<file path="config.mk">
export PLATFORM = sky130hd
export DESIGN_NAME = regFile
export DESIGN_NICKNAME = d
export VERILOG_FILES = /design/src/rtl/mipsPkg.sv /design/src/rtl/regFile.sv
export SDC_FILE = /design/constraint.sdc
export NUM_CORES = 1
export LEC_CHECK = 0
export ABC_CLOCK_PERIOD_IN_PS = 3960
export BUFFER_PORTS_ARGS = -buffer_cell sky130_fd_sc_hd__buf_2
export CAP_MARGIN = 20
export CORE_MARGIN = 3
export CORE_UTILIZATION = 60
export DETAILED_ROUTE_END_ITERATION = 12
export PLACE_DENSITY_LB_ADDON = 0.08
export SLEW_MARGIN = 40
export SYNTH_ARGS = -nofsm -noshare
export SYNTH_HDL_FRONTEND = slang
export SYNTH_SLANG_ARGS = --single-unit
</file>
<file path="constraint.sdc">
create_clock -name clk -period 3.96 [get_ports clk]
set_input_delay 0 -clock clk [delete_from_list [all_inputs] [get_ports clk]]
set_output_delay 0 -clock clk [all_outputs]
set_load 0.02 [all_outputs]
</file>
<file path="src/rtl/mipsPkg.sv">
package mipsPkg;

    //////////////////////////////////////////////////
    // widths and depths
    //////////////////////////////////////////////////
    localparam int DataWidth     = 32;
    localparam int ImemAddrWidth = 8;
    localparam int DmemAddrWidth = 10;
    localparam int ImemDepth     = 2 ** ImemAddrWidth;
    localparam int DmemDepth     = 2 ** DmemAddrWidth;
    localparam int RegCount      = 32;

    // jal destination
    localparam logic [4:0] LinkReg = 5'd31;

    //////////////////////////////////////////////////
    // opcode, funct and regimm rt codes
    //////////////////////////////////////////////////
    localparam logic [5:0] OpSpecial  = 6'b000000;
    localparam logic [5:0] OpRegimm   = 6'b000001;
    localparam logic [5:0] OpJ        = 6'b000010;
    localparam logic [5:0] OpJal      = 6'b000011;
    localparam logic [5:0] OpBeq      = 6'b000100;
    localparam logic [5:0] OpBne      = 6'b000101;
    localparam logic [5:0] OpBlez     = 6'b000110;
    localparam logic [5:0] OpBgtz     = 6'b000111;
    localparam logic [5:0] OpAddiu    = 6'b001001;
    localparam logic [5:0] OpSlti     = 6'b001010;
    localparam logic [5:0] OpOri      = 6'b001101;
    localparam logic [5:0] OpXori     = 6'b001110;
    localparam logic [5:0] OpSpecial2 = 6'b011100;
    localparam logic [5:0] OpLb       = 6'b100000;
    localparam logic [5:0] OpLh       = 6'b100001;
    localparam logic [5:0] OpLw       = 6'b100011;
    localparam logic [5:0] OpSb       = 6'b101000;
    localparam logic [5:0] OpSh       = 6'b101001;
    localparam logic [5:0] OpSw       = 6'b101011;

    localparam logic [5:0] FnSll  = 6'b000000;
    localparam logic [5:0] FnSrl  = 6'b000010;
    localparam logic [5:0] FnJr   = 6'b001000;
    localparam logic [5:0] FnAddu = 6'b100001;
    localparam logic [5:0] FnSubu = 6'b100011;
    localparam logic [5:0] FnAnd  = 6'b100100;
    localparam logic [5:0] FnOr   = 6'b100101;
    localparam logic [5:0] FnXor  = 6'b100110;
    localparam logic [5:0] FnSlt  = 6'b101010;
    // funct of mul inside SPECIAL2
    localparam logic [5:0] FnMul  = 6'b000010;

    localparam logic [4:0] RtBltz = 5'd0;
    localparam logic [4:0] RtBgez = 5'd1;

    //////////////////////////////////////////////////
    // control encodings
    //////////////////////////////////////////////////
    typedef enum logic [3:0] {
        AluAdd, AluSub, AluAnd, AluOr, AluXor, AluSlt, AluSll, AluSrl, AluMul
    } aluOpT;

    typedef enum logic [3:0] {
        PcSeq, PcBeq, PcBne, PcBgtz, PcBlez, PcBltz, PcBgez, PcJump, PcJumpReg, PcJumpLink
    } nextPcT;

    typedef enum logic [1:0] {AccWord, AccHalf, AccByte} accessWidthT;

    typedef enum logic [1:0] {ResAlu, ResMem, ResLink} resultSelT;

    // all zero is a no-op
    typedef struct packed {
        nextPcT      nextPc;
        aluOpT       aluOp;
        logic        signExtend;
        logic        regDstRd;
        logic        aluSrcImm;
        logic        aluSrcShamt;
        logic        memRead;
        logic        memWrite;
        accessWidthT accessWidth;
        resultSelT   resultSel;
        logic        regWrite;
    } ctrlT;

endpackage
</file>
<file path="src/rtl/regFile.sv">
`timescale 1ns/1ps

module regFile (
    input  logic                          clk,
    input  logic                          rstN,
    input  logic                          we,
    input  logic [4:0]                    waddr,
    input  logic [mipsPkg::DataWidth-1:0] wdata,
    input  logic [4:0]                    raddrA,
    input  logic [4:0]                    raddrB,
    output logic [mipsPkg::DataWidth-1:0] rdataA,
    output logic [mipsPkg::DataWidth-1:0] rdataB
);
    import mipsPkg::*;

    logic [DataWidth-1:0] regs [RegCount];

    // writes to $zero are dropped, nothing lands during reset
    always_ff @(posedge clk) begin
        if (rstN && we && waddr != 5'd0) begin
            regs[waddr] <= wdata;
        end
    end

    // old value on a same-cycle read
    assign rdataA = (raddrA == 5'd0) ? '0 : regs[raddrA];
    assign rdataB = (raddrB == 5'd0) ? '0 : regs[raddrB];

    writeAddrKnown: assert property (
        @(posedge clk) disable iff (!rstN) we |-> !$isunknown(waddr)
    ) else $error("register write with undefined address");

endmodule

</file>
After elaboration in Yosys (flattened, before gate mapping). Memories as Yosys holds them, arrays and structs flattened. Index checks and enable logic that the tools add are counted.

Memories: 1. Word-level logic and storage cells: 10. Input port bits: 50. Bits in registers: 0. Memory bits (writable): 1024. Output and inout port bits: 64.

Memories: regs (words 32, bits a word 32, read ports 2, clocked after memory_dff 0, write ports 1, line regFile.sv:16) `logic [DataWidth-1:0] regs [RegCount];`.

Reduce and logical (&&, ||, !) cells: 5. Mux-type cells: 4.

Operators by type and width (count): 32-bit 2-to-1 mux (2); 5-bit zero test (2); 5-bit nonzero test (1); 1-bit logical AND (2); 1-bit 2-to-1 mux (2).

Longest topological paths before layout.
Depth after elaboration: 4. Mapped depth: 9. Mapped depth without buffers: 4.

Worst setup path before layout. OpenSTA, ideal clock, no wires.

Path kind: input port to flip-flop. From: in waddr[3]. To: mem regs[4][0], enable pin. Data required time: 3539 ps. Slack: 1665 ps. Setup time: 421 ps. Buffers on the path: 0. Stages on the path: 2. Arrival: 1874 ps. Path through: or3b_2 -> nor2_1.

Word-level cells in the longest chain between the ends: 4.

Ends and longest elaborated chain: start, declared (line regFile.sv:7) `input logic [4:0] waddr,`; 5-bit nonzero test (line regFile.sv:20) `if (rstN && we && waddr != 5'd0) begin`; 1-bit logical AND (line regFile.sv:20); 1-bit 2-to-1 mux (line regFile.sv:20); 1-bit 2-to-1 mux (implied by the code) (line regFile.sv:21) `regs[waddr] <= wdata;`; end, declared (line regFile.sv:16).

Several ways; a longest one is shown, not always the timed one.

Final worst setup path.
From: in raddrB[1]. To: out rdataB[26] in the netlist's numbering.

Word-level cells in the longest chain between the ends: 2. Elaborated cells on any way between the ends: 3. Classes of those cells: 1 x mux; 1 x reduce/logical; 1 x memory.

Ends and longest elaborated chain: start, declared (line regFile.sv:10) `input logic [4:0] raddrB,`; memory read 32 x 32 bit or 5-bit zero test (tied branches); 32-bit 2-to-1 mux (*) (line regFile.sv:27) `assign rdataB = (raddrB == 5'd0) ? '0 : regs[raddrB];`; end, declared (line regFile.sv:12) `output logic [mipsPkg::DataWidth-1:0] rdataB`.

Every way passes the cells marked *; elsewhere a longest branch is shown, timed or not.

==> key figures <==
Yosys
  • Synth top area cells: edfxtp_1 (65%), mux4_2 (20%), mux2i_1 (4.6%)
  • Warnings from Yosys: 0
  • Post-synth ARST share: 0%
  • Largest area contributor in the netlist: edfxtp_1
  • Post-synthesis instance total: approximately 2.4k
  • Most used DFF post-synth: edfxtp_1
  • Synth cell types: 43
  • Post-Syn Area: between 0.04 and 0.05 mm^2
  • Sequential element share of the synthesized area: 65.2%
  • Share of the synthesized area in the top cell type: approximately two thirds
  • Syn Area/Cell: roughly 20 um^2
  • EDFF count, synth: around 1.0k
  • Yosys reg bits: approximately 1k

Pwr
  • Int Pwr: 0.0188 W
  • Clock power frac: between 40% and 50%
  • Switching power: around 0.0055 W
  • PD cells: around 450 mW/mm^2
  • Logic pwr share: a little under a tenth
  • Pleak: between 15 and 20 nW
  • Switching share of power: between 20 and 25%
  • Peak VDD IR: around 0.34 mV
  • Flop pwr share: between 40% and 50%

Floorplan
  • Die Span Y: 286 um
  • Die area: roughly 0.082 mm^2
  • Row Count: between 100 and 150
  • Core area: about 0.078 mm^2
  • Chip width: 286 um
  • Io pins: 114
  • Initial Utilization: 60.7%

Critical path
  • Critical path's top delay family: simple AND/OR/NAND/NOR gates
  • CP required: a little under 4 ns
  • CP startpoint kind: primary input
  • Worst path bufs/invs: 5
  • Crit-path max FO: 27
  • Critical Path Sink Type: output pin
  • CP arrival: between 3 and 4 ns
  • Slowest CP cell: or3b_1
  • Cell mode on critical path: buf_4
  • Largest stage delay, worst path: 0.71 ns
  • Critical path, cell by cell: buf_4 -> buf_4 -> or3b_1 -> buf_4 -> o22ai_1 -> a2111oi_2 -> nor3_1 -> buf_4 -> buf_2
  • Worst Setup Path Type: primary input to output pin

Timing
  • Final hold vios: 0
  • Max Slew Vio Count: 0
  • Worst Max-Slew Pin Slew: 0.903 ns
  • Endpoints failing setup: 0
  • Final setup TNS: 0 ns
  • Tcrit/Tclk final: 76.2%
  • Final min period: roughly 3.0 ns
  • Worst rel slew slack: about two fifths
  • Setup ws final: 0.942 ns
  • Maximum clock rate: roughly 0.33 GHz
  • RSZ-0062 raised after global routing: no

Clock tree
  • Post-CTS Setup Bufs: 0
  • Clock Path Buffers: 3
  • Clock-pin slew on the worst setup and hold paths: about 0.060 ns
  • CTS Sinks: 1,024
  • TritonCTS clock tree: built
  • Root Buffer: clkbuf_16
  • H-tree depth: 3
  • CTS buffer count: ~100

Routing
  • Initial DRC Count: 4,245
  • Detailed Route WL: ~140 mm
  • Via Count: between 20k and 30k
  • Detailed-route vias per instance: ~7.5
  • Antenna-violating nets left: 0
  • DR pass1 iterations: 5
  • DR DRC count: 0
  • WL per Instance: 38.5 um

GRT
  • Global-route usage over all layers: a little over a third
  • Grt ovf: 0
  • Initial antenna violation count: 17
  • First-pass GRT wire length: approximately 200 mm
  • Vias in the first global route: about 28k
  • Largest net degree at the start of global routing: between 90 and 100

Cells and area
  • Fin nets: between 2k and 3k
  • Largest registers: regs x1024
  • Layout cells sized above 1: approximately a third
  • Most frequent cells in the layout: edfxtp_1 (1,024), mux4_2 (418), mux2i_1 (217), buf_4 (117), clkbuf_16 (110)
  • Filler Cells Inserted: approximately 4.8k
  • Reg with most FFs: regs
  • Most common cell after layout, fill and taps aside: edfxtp_1
  • Synth-to-layout area growth: 13.8%
  • Max FFs per register: ~1k

Placement
  • Setup WS pre-CTS: ~0.91 ns
  • Number of port buffers: 113
  • HPWL after detailed placement: 88.3 mm
  • Routability congestion estimate: between 0.8 and 0.9

Status
  • Status: completed

Worst hold path
  • Worst Hold Class: primary input to flop

Flow run
  • MaxCap Viol Count: 0
synth_stat cells (all sizes together) (5+ instances only):
cell     count
edfxtp    1024
mux4       422
mux2i      217
buf        114
clkbuf      81
a22o        67
nor2        63
o22ai       59
a211oi      41
nor3        34
a2111oi     32
o221ai      31
inv         28
a221oi      27
mux2        27
a211o       26
a21oi       26
nor2b       14
nand2        7
nor4         6
nand3b       5
cell families (layout without fill, tap and decap cells):
group	after synthesis	in the layout	share of synthesized area, %
mux	666	666	25.4
buf+inv	223	509	2.44
simple gates	145	145	1.51
flops	1024	1024	65.2
other cells	1	35	0.00795
compound gates	311	311	5.47
metal layers:
metal  global-route usage [%]  vias up  part of all wire (%)
met5                        0        -                  0.10
met1                     50.3    14776                    37
met2                     54.1     2095                    47
li1                         -    10788                     -
met3                     9.52      344                    13
met4                     11.9       18                   3.7
worst min-delay path, stage by stage:
cell and delay [ns]:
buf_2 0.12, nand4_1 0.07, buf_4 0.26, nor2_4 0.14
through the flow:
step,std cells,hold WS (ns),power [W],instance area (um^2),utilization [%]
3_3_place_gp,3491,0.481,0.0144,49700,63.9
3_5_place_dp,3500,0.504,0.0145,49900,64.2
4_1_cts,3727,0.115,0.0244,53700,69.1
5_1_grt,3729,0.153,0.0249,53700,69.1
6_report,3730,0.146,0.0243,53700,69.1
2_1_floorplan,2401,0.0989,0.0136,47300,-
what timing repair did:
item,CTS,global route
endpoints found under the hold margin,1024,0
endpoints found under the setup margin,0,0
resized for setup,0,0
hold buffers,32,0
cell type report:
cell class | instances | area [um^2] | share of cell area [%]
diodes | 3 | 7.51 | 0.0140
clock buffers | 125 | 2810 | 5.23
clock inverters | 70 | 686 | 1.28
inverters | 28 | 105 | 0.196
multi-input cells | 1154 | 15700 | 29.3
flip-flops and latches | 1024 | 30700 | 57.2
well taps | 1040 | 1300 | 2.42
repair buffers | 286 | 2340 | 4.35
worst paths after layout:
check | from | endpoint | slack (ns) | cells past startpoint
min | waddr[1] | regs[27][7] | 0.15 | 4
max | raddrB[1] | rdataB[26] | 0.94 | 9
power by group through the flow:
stage / combinational [W] / sequential (W) / clock [W]
6_report: 0.00224 / 0.0121 / 0.0100
5_1_grt: 0.00233 / 0.0121 / 0.0105
4_1_cts: 0.00221 / 0.0121 / 0.0101
3_5_place_dp: 0.00217 / 0.0123 / 0
3_3_place_gp: 0.00212 / 0.0123 / 0
2_1_floorplan: 0.00130 / 0.0123 / 0
Power figures use the tool's default switching activity.
