### src/rtl/mipsPkg.sv
package mipsPkg;

    //////////////////////////////////////////////////
    // widths and depths
    //////////////////////////////////////////////////
    localparam int DataWidth     = 32;
    localparam int ImemAddrWidth = 8;
    localparam int DmemAddrWidth = 10;
    localparam int ImemDepth     = 2 ** ImemAddrWidth;
    localparam int DmemDepth     = 2 ** DmemAddrWidth;
    localparam int RegCount      = 32;

    // jal destination
    localparam logic [4:0] LinkReg = 5'd31;

    //////////////////////////////////////////////////
    // opcode, funct and regimm rt codes
    //////////////////////////////////////////////////
    localparam logic [5:0] OpSpecial  = 6'b000000;
    localparam logic [5:0] OpRegimm   = 6'b000001;
    localparam logic [5:0] OpJ        = 6'b000010;
    localparam logic [5:0] OpJal      = 6'b000011;
    localparam logic [5:0] OpBeq      = 6'b000100;
    localparam logic [5:0] OpBne      = 6'b000101;
    localparam logic [5:0] OpBlez     = 6'b000110;
    localparam logic [5:0] OpBgtz     = 6'b000111;
    localparam logic [5:0] OpAddiu    = 6'b001001;
    localparam logic [5:0] OpSlti     = 6'b001010;
    localparam logic [5:0] OpOri      = 6'b001101;
    localparam logic [5:0] OpXori     = 6'b001110;
    localparam logic [5:0] OpSpecial2 = 6'b011100;
    localparam logic [5:0] OpLb       = 6'b100000;
    localparam logic [5:0] OpLh       = 6'b100001;
    localparam logic [5:0] OpLw       = 6'b100011;
    localparam logic [5:0] OpSb       = 6'b101000;
    localparam logic [5:0] OpSh       = 6'b101001;
    localparam logic [5:0] OpSw       = 6'b101011;

    localparam logic [5:0] FnSll  = 6'b000000;
    localparam logic [5:0] FnSrl  = 6'b000010;
    localparam logic [5:0] FnJr   = 6'b001000;
    localparam logic [5:0] FnAddu = 6'b100001;
    localparam logic [5:0] FnSubu = 6'b100011;
    localparam logic [5:0] FnAnd  = 6'b100100;
    localparam logic [5:0] FnOr   = 6'b100101;
    localparam logic [5:0] FnXor  = 6'b100110;
    localparam logic [5:0] FnSlt  = 6'b101010;
    // funct of mul inside SPECIAL2
    localparam logic [5:0] FnMul  = 6'b000010;

    localparam logic [4:0] RtBltz = 5'd0;
    localparam logic [4:0] RtBgez = 5'd1;

    //////////////////////////////////////////////////
    // control encodings
    //////////////////////////////////////////////////
    typedef enum logic [3:0] {
        AluAdd, AluSub, AluAnd, AluOr, AluXor, AluSlt, AluSll, AluSrl, AluMul
    } aluOpT;

    typedef enum logic [3:0] {
        PcSeq, PcBeq, PcBne, PcBgtz, PcBlez, PcBltz, PcBgez, PcJump, PcJumpReg, PcJumpLink
    } nextPcT;

    typedef enum logic [1:0] {AccWord, AccHalf, AccByte} accessWidthT;

    typedef enum logic [1:0] {ResAlu, ResMem, ResLink} resultSelT;

    // all zero is a no-op
    typedef struct packed {
        nextPcT      nextPc;
        aluOpT       aluOp;
        logic        signExtend;
        logic        regDstRd;
        logic        aluSrcImm;
        logic        aluSrcShamt;
        logic        memRead;
        logic        memWrite;
        accessWidthT accessWidth;
        resultSelT   resultSel;
        logic        regWrite;
    } ctrlT;

endpackage
### src/rtl/mipsController.sv
`timescale 1ns/1ps

module mipsController (
    input  logic [5:0]    opcode,
    input  logic [5:0]    funct,
    input  logic [4:0]    rt,
    output mipsPkg::ctrlT ctrl
);
    import mipsPkg::*;

    // memory access width from the load/store opcode
    function automatic accessWidthT accessOf(input logic [5:0] op);
        if (op == OpLw || op == OpSw) begin
            return AccWord;
        end
        if (op == OpLh || op == OpSh) begin
            return AccHalf;
        end
        return AccByte;
    endfunction

    always_comb begin
        ctrl = '0;
        case (opcode)
            OpSpecial: begin
                ctrl.regDstRd = 1'b1;
                ctrl.regWrite = 1'b1;
                case (funct)
                    FnAddu: ctrl.aluOp = AluAdd;
                    FnSubu: ctrl.aluOp = AluSub;
                    FnAnd:  ctrl.aluOp = AluAnd;
                    FnOr:   ctrl.aluOp = AluOr;
                    FnXor:  ctrl.aluOp = AluXor;
                    FnSlt:  ctrl.aluOp = AluSlt;
                    FnSll: begin
                        ctrl.aluOp       = AluSll;
                        ctrl.aluSrcShamt = 1'b1;
                    end
                    FnSrl: begin
                        ctrl.aluOp       = AluSrl;
                        ctrl.aluSrcShamt = 1'b1;
                    end
                    FnJr: begin
                        ctrl.nextPc   = PcJumpReg;
                        ctrl.regWrite = 1'b0;
                    end
                    default: ctrl = '0;
                endcase
            end
            OpSpecial2: begin
                // only mul lives here
                if (funct == FnMul) begin
                    ctrl.aluOp    = AluMul;
                    ctrl.regDstRd = 1'b1;
                    ctrl.regWrite = 1'b1;
                end
            end
            OpAddiu, OpSlti, OpOri, OpXori: begin
                ctrl.aluSrcImm  = 1'b1;
                ctrl.regWrite   = 1'b1;
                ctrl.signExtend = (opcode == OpAddiu) || (opcode == OpSlti);
                case (opcode)
                    OpSlti:  ctrl.aluOp = AluSlt;
                    OpOri:   ctrl.aluOp = AluOr;
                    OpXori:  ctrl.aluOp = AluXor;
                    default: ctrl.aluOp = AluAdd;
                endcase
            end
            OpLw, OpLh, OpLb: begin
                ctrl.signExtend  = 1'b1;
                ctrl.aluSrcImm   = 1'b1;
                ctrl.memRead     = 1'b1;
                ctrl.accessWidth = accessOf(opcode);
                ctrl.resultSel   = ResMem;
                ctrl.regWrite    = 1'b1;
            end
            OpSw, OpSh, OpSb: begin
                ctrl.signExtend  = 1'b1;
                ctrl.aluSrcImm   = 1'b1;
                ctrl.memWrite    = 1'b1;
                ctrl.accessWidth = accessOf(opcode);
            end
            // branches compare rs against rt or zero in the ALU
            OpBeq:  ctrl.nextPc = PcBeq;
            OpBne:  ctrl.nextPc = PcBne;
            OpBgtz: ctrl.nextPc = PcBgtz;
            OpBlez: ctrl.nextPc = PcBlez;
            OpRegimm: begin
                case (rt)
                    RtBltz:  ctrl.nextPc = PcBltz;
                    RtBgez:  ctrl.nextPc = PcBgez;
                    default: ctrl.nextPc = PcSeq;
                endcase
            end
            OpJ: ctrl.nextPc = PcJump;
            OpJal: begin
                ctrl.nextPc    = PcJumpLink;
                ctrl.resultSel = ResLink;
                ctrl.regWrite  = 1'b1;
            end
            default: ctrl = '0;
        endcase
    end

    // no opcode may both load and store
    always_comb begin
        assert (!(ctrl.memRead && ctrl.memWrite))
            else $error("memRead and memWrite both set, opcode %h", opcode);
    end

endmodule

### config.mk
export PLATFORM = sky130hd
export DESIGN_NAME = mipsController
export DESIGN_NICKNAME = d
export VERILOG_FILES = /design/src/rtl/mipsPkg.sv /design/src/rtl/mipsController.sv
export SDC_FILE = /design/constraint.sdc
export NUM_CORES = 1
export LEC_CHECK = 0
export BUFFER_PORTS_ARGS = -buffer_cell sky130_fd_sc_hd__buf_4
export CORE_MARGIN = 3
export CORE_UTILIZATION = 30
export DETAILED_ROUTE_END_ITERATION = 12
export SYNTH_ARGS = -nofsm -noshare
export SYNTH_HDL_FRONTEND = slang
export SYNTH_SLANG_ARGS = --single-unit
export TNS_END_PERCENT = 30
### constraint.sdc
create_clock -name vclk -period 1.85
set_input_delay 0.185 -clock vclk [all_inputs]
set_output_delay 0.185 -clock vclk [all_outputs]
set_load 0.1 [all_outputs]
# After elaboration in Yosys (flattened, before gate mapping)
# Index checks and enable logic that the tools add are counted.
dict set report totals {
  register_bits 0
  in_bits 17
  out_inout_bits 19
  word_cells 76
}
dict set report classes {
  eq_ne 27
  mux 34
  reduce_logical 15
}
# cell n
set ops {}
lappend ops {{== test 6 bit (second input constant)} 12}
lappend ops {{case mux 4 bit (8 select lines)} 1}
lappend ops {{== test 6 x 4 -> 1 bit (second input constant)} 5}
lappend ops {{== test 6 x 3 -> 1 bit (second input constant)} 4}
lappend ops {{case mux 3 bit (7 select lines)} 1}
lappend ops {{== test 6 x 2 -> 1 bit (second input constant)} 3}
lappend ops {{OR reduction 8 bit} 2}
lappend ops {{2-to-1 mux 1 bit} 14}
lappend ops {{2-to-1 mux 2 bit} 7}
lappend ops {{logical NOT 6 bit} 2}
lappend ops {{case mux 4 bit (3 select lines)} 1}
lappend ops {{OR reduction 10 bit} 1}
lappend ops {{case mux 3 bit (3 select lines)} 1}
lappend ops {{OR reduction 9 bit} 1}
lappend ops {{2-to-1 mux 4 bit} 2}
lappend ops {{case mux 2 bit (2 select lines)} 2}
lappend ops {{== test 6 x 1 -> 1 bit (second input constant)} 1}
lappend ops {{== test 6 x 5 -> 1 bit (second input constant)} 1}
lappend ops {{case mux 1 bit (3 select lines)} 2}
lappend ops {{case mux 3 bit (2 select lines)} 1}
lappend ops {{OR reduction 3 bit} 2}
lappend ops {{OR reduction 6 bit} 1}
lappend ops {{== test 5 x 1 -> 1 bit (second input constant)} 1}
lappend ops {{logical NOT 5 bit} 1}
lappend ops {{4 further kinds} 7}

# Longest topological paths before layout
# Gate-level depths: netlist of the first run.
dict set report depth {
  ltp_word 9
  depth_mapped 6
}

# Least setup slack after synthesis of the first run
# OpenSTA, ideal clock, no wires.
dict set report synth_timing {
  path_kind {input to output}
  start {input port opcode[3]}
  end {output port ctrl[7] (netlist bit)}
  t_arrival_ps 3839
  t_required_ps 1665
  slack_ps -2174
  cell_stages 4
  n_path_buf 2
  path_cell_list {buf_6 or4_4 buf_6 nor4_1}
}
# element line
set synth_rtl {}
lappend synth_rtl {{start: declaration} mipsController.sv:4} ;# input logic [5:0] opcode,
lappend synth_rtl {{end: declaration} mipsController.sv:7} ;# output mipsPkg::ctrlT ctrl

==> results of run 1 <==
-- power by group --
group          internal [W]  switching, W  total [W]
Sequential                0             0          0
Clock                     0             0          0
Combinational     0.0000979      0.000162   0.000260
-- path summary, 6_finish.rpt --
kind | startpoint | end | slack, ps | cells past startpoint
max | funct[0] | ctrl[9] | -70 | 6
min | rt[0] | ctrl[15] | 710 | 3
-- layout by cell type, fill, tap and decap left out, types with 2 or more instances in the layout --
| cell | netlist | routed |
|---|---|---|
| nor2_2 | 0 | 5 |
| or3_4 | 1 | 2 |
| o21ai_2 | 0 | 3 |
| a32oi_1 | 2 | 2 |
| nand2_1 | 9 | 7 |
| buf_4 | 0 | 40 |
| o22ai_4 | 0 | 2 |
| nand3_1 | 2 | 2 |
| or4_4 | 1 | 2 |
| xnor2_1 | 2 | 2 |
| inv_1 | 3 | 3 |
| nor4_4 | 0 | 6 |
| nand2_2 | 0 | 2 |
| nor3_1 | 3 | 3 |
| buf_6 | 2 | 3 |
| a21oi_1 | 4 | 4 |
| nor2_1 | 11 | 6 |
| buf_12 | 0 | 5 |
-- routing by layer --
layer	wire (um)	global-route usage	up-vias
met5	0	0	-
met4	0	0	0
met1	849	0.224	361
li1	-	-	400
met2	1080	0.348	30
met3	120	0.0153	0
-- timing repair --
item	4_1_cts	5_1_grt
gates resized for setup	11	13
hold buffers	0	0
pin swaps	0	4
setup endpoints to repair	6	7
setup buffers	0	1
-- layout make-up --
class | instances | area (um2)
repair buffers | 49 | 449
fillers | 136 | 433
well taps | 16 | 20.0
multi-input cells | 73 | 646
inverters | 3 | 11.3
-- synth_stat cells (all sizes together) (2+ instances only) --
cell	n	area [um2]
clkbuf	8	30.0
or3	3	25.0
o21ai	6	30.0
buf	2	22.5
a32oi	2	17.5
nand2	9	33.8
xnor2	2	17.5
nand3	2	10.0
nand2b	2	12.5
o22ai	3	18.8
nor3	4	25.0
nor4	7	43.8
a21oi	4	20.0
nor2	11	41.3
or4	3	26.3
inv	3	11.3
-- kinds of logic (layout without fill, tap and decap cells) --
logic type	Yosys count	in the layout	share of synthesized area
AO/OA/AOI/OAI	20	20	0.255
XOR/XNOR	3	3	0.0515
buffers and inverters	13	52	0.125
multiplexers	1	1	0.0196
AND/OR/NAND/NOR	49	49	0.549
-- worst max-delay path, stage by stage --
cell     delay [ps]
buf_4           120
or4_4           530
nor4_1          380
o32ai_2         180
nand2_1         160
buf_12          180
-- through the flow --
step	power, W	TNS (ps)	std cells	hold slack, ps
global placement	0.000243	-230	140	760
global route	0.000276	-242	141	727
detailed placement	0.000244	-256	140	766
CTS	0.000251	0	140	714
finish	0.000260	-114	141	712
floorplan	0.000184	-2340	86	570
==> run_results.csv, run 1 <==
group,metric,value,unit
run_status,outcome,"finished with violations",
run_status,violations,"negative setup slack",
floorplan,rows,14,
drt,detail-route-antenna-nets,0,
drt,num_vias,791,
finish,final_layout_size_suffix_gt1_frac,0.648,
timing,rsz0062_at_grt,"yes",
finish,nFlopsAndLatches,0,
yosys,synth.avg_cell_area,5.94,um2
placed_design,dp_hpwl,1570,um
power,pwr_density_cell,231,nW/um2
finish,nClkBuffers,0,
run,drv_cap,0,
floorplan,die_height,47.3,um
grt,grt_pass1_vias,739,
floorplan,die_area,2230,um2
timing,setup_violations,2,
timing,fmax,0.520,GHz
timing,final.min_clock_period,1920,ps
finish,diodes,0,
timing,slew-limit-headroom,0.731,
finish,fin_area,1130,um2
worst_setup_path,worstPathArrival,1740,ps
worst_setup_path,crit_path_end_kind,"output pin",
finish,post-route-util,0.722,
yosys,netlist_instances,86,
worst_setup_path,crit_type,"input port to output pin",
min_path,hold_class,"input port to output pin",
placed_design,placed_cell_area,1020,um2
grt,grt_first_pass_wirelength,3100,um
yosys,synth_area,510,um2
timing,tightest_slew,399,ps
yosys,yosysSeqAreaShare,0,
timing,fin_crit_sh,1.04,
floorplan,core_area,1560,um2
drt,wirelength,2050,um
floorplan,die_w,47.3,um
finish,syn_to_final_growth,121,%
grt,grt_overflow,0,
drt,viasPerCell,5.61,
finish,seq_area,0,um2
grt,grt_max_degree,12,
drt,drtIter0Drc,7,
worst_setup_path,crit_fanout,2,
yosys,ys_types,36,
yosys,yosys_warnings,0,
timing,hold_viol,0,
drt,drc,0,
grt,grt_usage,0.180,
worst_setup_path,start_kind,"input port",
floorplan,pin_count,36,
finish,nets,144,
drt,wire_per_inst,14.5,um
timing,finalWorstSetupSlack,-74.3,ps
worst_setup_path,worstPathRequired,1660,ps
placed_design,port_buffers,36,
placed_design,place_congestion,0.808,
drt,dr.pass1.iters,4,
power,cellLeakagePower,0.458,nW
floorplan,start_util,0.327,
power,peakVddDrop,0.194,mV
timing,finalMaxSlewViolations,0,
grt,antenna_found_initial,0,
yosys,syn-num-nets,103,
placed_design,pre_cts_ws,-72.1,ps
Note: power is estimated with default switching activity, not from simulation.
==> run 2: changes to the inputs <==
--- a/config.mk
+++ b/config.mk
@@ -5,10 +5,12 @@
 export SDC_FILE = /design/constraint.sdc
 export NUM_CORES = 1
 export LEC_CHECK = 0
+export ABC_AREA = 0
 export BUFFER_PORTS_ARGS = -buffer_cell sky130_fd_sc_hd__buf_4
 export CORE_MARGIN = 3
-export CORE_UTILIZATION = 30
+export CORE_UTILIZATION = 35
 export DETAILED_ROUTE_END_ITERATION = 12
+export PLACE_DENSITY = 0.7
 export SYNTH_ARGS = -nofsm -noshare
 export SYNTH_HDL_FRONTEND = slang
 export SYNTH_SLANG_ARGS = --single-unit
==> constraint.sdc (replaced) <==
create_clock -name vclk -period 2.2
set_input_delay 0.22 -clock vclk [all_inputs]
set_output_delay 0.22 -clock vclk [all_outputs]
set_load 0.1 [all_outputs]
==> run_results.csv, run 2 (synthesized netlist as in run 1, its figures left out) <==
group,metric,value,unit
run_status,outcome,"finished clean",
min_path,hold_class,"input port to output pin",
min_path,holdPathEnd,"ctrl[15]",
power,pwr_density_cell,208,nW/um2
timing,rsz0062_at_grt,"no",
timing,final.min_clock_period,2070,ps
worst_setup_path,crit_fanout,10,
timing,setup_violations,0,
timing,slew-limit-headroom,0.747,
floorplan,rows,13,
placed_design,place_congestion,0.738,
worst_setup_path,worstPathRequired,1980,ps
drt,drtIter0Drc,13,
timing,fin_crit_sh,0.943,
finish,nFlopsAndLatches,0,
worst_setup_path,crit_path_end_kind,"output pin",
clocking,cts-resized-gates,0,
drt,detail-route-antenna-nets,0,
grt,antenna_found_initial,0,
floorplan,core_area,1330,um2
grt,met1_usage,0.265,
timing,finalMaxSlewViolations,0,
placed_design,dp_hpwl,1440,um
grt,busiest_layer,"met2",
finish,nets,133,
drt,dr.pass1.iters,4,
run,drv_cap,0,
finish,syn_to_final_growth,66.7,%
grt,grtUsageMet2,0.320,
timing,tightest_slew,378,ps
finish,layout_commonest_cell,"buf_4",
grt,grt_pass1_vias,647,
finish,diodes,0,
finish,final_layout_size_suffix_gt1_frac,0.474,
worst_setup_path,critPathLaunch,"opcode[3]",
placed_design,port_buffers,36,
finish,seq_area,0,um2
floorplan,start_util,0.383,
timing,fmax,0.482,GHz
grt,grt_max_degree,12,
floorplan,die_w,44.2,um
worst_setup_path,slowest_delay,580,ps
drt,wire_per_inst,14.0,um
grt,grt_usage,0.185,
grt,grt_first_pass_wirelength,2920,um
min_path,hold_start,"rt[0]",
floorplan,pin_count,36,
finish,post-route-util,0.638,
drt,num_vias,732,
worst_setup_path,critPathSlowestCell,"or4_4",
grt,use_met3,0.00407,
power,peakVddDrop,0.131,mV
min_path,hold_path_depth,3,
drt,viasPerCell,5.67,
clocking,cts_hold_buffers,0,
drt,wirelength,1810,um
floorplan,die_height,44.2,um
floorplan,die_area,1950,um2
worst_setup_path,crit_type,"input port to output pin",
timing,hold_viol,0,
timing,fin_hold_ws,829,ps
timing,fin_setup_tns,0,ps
worst_setup_path,start_kind,"input port",
drt,drc,0,
clocking,postCtsSetupBuffers,0,
power,cellLeakagePower,0.360,nW
worst_setup_path,worstPathArrival,1850,ps
finish,layout_common_cells,"38 x buf_4, 11 x nor2_1, 9 x nand2_1",
worst_setup_path,crit_chain,"buf_4 > or4_4 > or3_4 > o22ai_2 > buf_4",
grt,grt_overflow,0,
finish,nClkBuffers,0,
worst_setup_path,crit_path_frequent_cell,"buf_4",
==> run 2: worst max-delay path, delay by kind of cell <==
kind	cells	cell delay, ps
compound gates	1	160
buf+inv	2	460
simple gates	2	1010
==> run 2: cell type report <==
type                            count  area (um2)
Fill cell                         132         483
Inverter                            3        11.3
Multi-Input combinational cell     73         536
Tap cell                           15        18.8
Timing Repair Buffer               38         285
==> run 2: routing by layer <==
metal / routed length [um] / share of wire
met4: 0 / 0
met3: 106 / 0.059
met5: 0 / 0
met1: 794 / 0.44
met2: 905 / 0.50
==> run 2: power by group <==
group,switching [W],total [W],internal [W]
clock network,0,0,0
registers,0,0,0
logic,0.000120,0.000177,0.0000565
==> run 2: worst max path at each step <==
stage / to / slack (ps)
after detailed placement: ctrl[16] / 130
after global placement: ctrl[15] / 170
after global routing: ctrl[0] / 100
after floorplan: ctrl[1] / -570
after CTS: ctrl[16] / 120
final: ctrl[16] / 130
==> run 2: per-stage QoR <==
stage                     cells  power (W)  worst slack, ps  cell area (um2)
final                       129   0.000177              126              851
after global routing        129   0.000187             97.6              851
after CTS                   129   0.000176              125              851
after detailed placement    129   0.000175              126              851
after global placement      129   0.000174              167              851
after floorplan              86   0.000128             -572              599
==> run 3: changes to the inputs <==
--- a/config.mk
+++ b/config.mk
@@ -5,12 +5,12 @@
 export SDC_FILE = /design/constraint.sdc
 export NUM_CORES = 1
 export LEC_CHECK = 0
-export ABC_AREA = 0
+export ABC_AREA = 1
 export BUFFER_PORTS_ARGS = -buffer_cell sky130_fd_sc_hd__buf_4
 export CORE_MARGIN = 3
 export CORE_UTILIZATION = 35
 export DETAILED_ROUTE_END_ITERATION = 12
-export PLACE_DENSITY = 0.7
+export PLACE_DENSITY_LB_ADDON = 0.2
 export SYNTH_ARGS = -nofsm -noshare
 export SYNTH_HDL_FRONTEND = slang
 export SYNTH_SLANG_ARGS = --single-unit
==> run_results.csv, run 3 <==
group,metric,value,unit
run_status,outcome,"finished clean",
yosys,synth_area,488,um2
drt,wire_per_inst,9.67,um
floorplan,rows,12,
floorplan,die_height,43.3,um
power,peakVddDrop,0.141,mV
finish,layout_commonest_cell,"buf_4",
timing,slew-limit-headroom,0.771,
timing,fmax,0.615,GHz
clocking,postCtsSetupBuffers,0,
yosys,syn-num-nets,121,
finish,syn_to_final_growth,59.0,%
power,finalPower,0.000151,W
worst_setup_path,crit_path_frequent_cell,"buf_4",
placed_design,place_congestion,0.810,
worst_setup_path,crit_type,"input port to output pin",
worst_setup_path,critPathSlowestCell,"nor3_4",
yosys,yosysTopAreaCellShare,0.215,
clocking,cts-resized-gates,0,
yosys,synth_top_cell_by_area,"nand2_1",
finish,nClkBuffers,0,
finish,diodes,0,
yosys,synth.most_common_cell,"nand2_1",
worst_setup_path,critPathLaunch,"opcode[4]",
run,drv_cap,0,
timing,final.min_clock_period,1620,ps
drt,drtIter0Drc,26,
min_path,hold_start,"opcode[1]",
yosys,synth.avg_cell_area,4.69,um2
power,cellLeakagePower,0.495,nW
finish,fin_area,776,um2
worst_setup_path,crit_fanout,7,
floorplan,pin_count,36,
timing,fin_setup_tns,0,ps
finish,layout_common_cells,"36 x buf_4, 28 x nand2_1, 18 x nor2_1",
grt,antenna_found_initial,0,
floorplan,die_w,43.3,um
placed_design,dp_hpwl,1280,um
drt,drc,0,
drt,drt-met1-wl,701,um
min_path,hold_class,"input port to output pin",
drt,wl_met2,650,um
yosys,ys_top_cells_by_area,"nand2_1 22%, nand3_1 14%, nor2_1 14%",
grt,grt_pass1_vias,586,
drt,detail-route-antenna-nets,0,
yosys,yosys-top-cells-count,"28 x nand2_1, 18 x nor2_1, 15 x inv_1, 14 x nand3_1, 8 x nand4_1",
timing,fin_crit_sh,0.739,
floorplan,die_area,1880,um2
yosys,ys_types,18,
placed_design,dp_cells,153,
floorplan,core_area,1200,um2
finish,final_cells,153,
drt,num_vias,772,
finish,seq_area,0,um2
timing,tightest_slew,341,ps
placed_design,placed_cell_area,776,um2
floorplan,start_util,0.406,
yosys,netlist_instances,104,
finish,nFlopsAndLatches,0,
finish,nets,158,
timing,finalMaxSlewViolations,0,
worst_setup_path,slowest_delay,300,ps
worst_setup_path,crit_chain,"buf_4 > nor2_4 > inv_2 > nor3_4 > o21ai_1 > nand2_1 > buf_4",
drt,top_layer,"met3",
grt,grt_max_degree,9,
drt,dr.pass1.iters,4,
drt,route.met3.wl,127,um
grt,grt_usage,0.144,
yosys,yosys_warnings,0,
yosys,yosysSeqAreaShare,0,
timing,fin_hold_ws,845,ps
worst_setup_path,start_kind,"input port",
timing,rsz0062_at_grt,"no",
power,pwr_density_cell,194,nW/um2
timing,setup_violations,0,
worst_setup_path,worstPathRequired,1980,ps
worst_setup_path,endpoint,"ctrl[0]",
timing,hold_viol,0,
finish,final_layout_size_suffix_gt1_frac,0.338,
drt,viasPerCell,5.05,
grt,grt_first_pass_wirelength,2330,um
worst_setup_path,crit_path_end_kind,"output pin",
worst_setup_path,worstPathArrival,1400,ps
clocking,cts_hold_buffers,0,
placed_design,port_buffers,36,
drt,wirelength,1480,um
grt,grt_overflow,0,
-- run 3: kinds of logic after synthesis --
logic type,count (synthesis),synth area share
AND/OR/NAND/NOR,78,0.772
buffers and inverters,21,0.164
AO/OA/AOI/OAI,5,0.0641
-- run 3: critical path, delay by kind of cell --
kind                   cells  cell delay (ps)
buffers and inverters      3              480
AND/OR/NAND/NOR            3              570
AO/OA/AOI/OAI              1              130
-- run 3: how the worst min path moves through the flow --
stage | endpoint | slack [ps] | cells after the start
after global routing | ctrl[3] | 860 | 3
after global placement | ctrl[3] | 840 | 3
after floorplan | ctrl[14] | 750 | 2
after CTS | ctrl[3] | 840 | 3
after detailed placement | ctrl[3] | 840 | 3
final | ctrl[3] | 850 | 3
-- run 3: area by class of cell --
cell class | instances | area [um2]
Inverter | 20 | 75.1
Fill cell | 128 | 425
Timing Repair Buffer | 36 | 270
Tap cell | 14 | 17.5
Multi-Input combinational cell | 83 | 413
-- run 3: through the flow --
step / setup slack, ps / utilization
floorplan: -492 / -
global placement: 595 / 0.646
detailed placement: 599 / 0.646
CTS: 594 / 0.646
global route: 502 / 0.646
finish: 575 / 0.646
-- run 3: layer usage --
| layer | vias to the layer above | global-route usage |
|---|---|---|
| li1 | 411 | - |
| met1 | 328 | 0.230 |
| met2 | 33 | 0.224 |
| met3 | 0 | 0.00415 |
| met4 | 0 | 0 |
| met5 | - | 0 |
-- run 3: report_power, final --
part | internal (W) | switching (W)
Clock | 0 | 0
Sequential | 0 | 0
Combinational | 0.0000438 | 0.000107
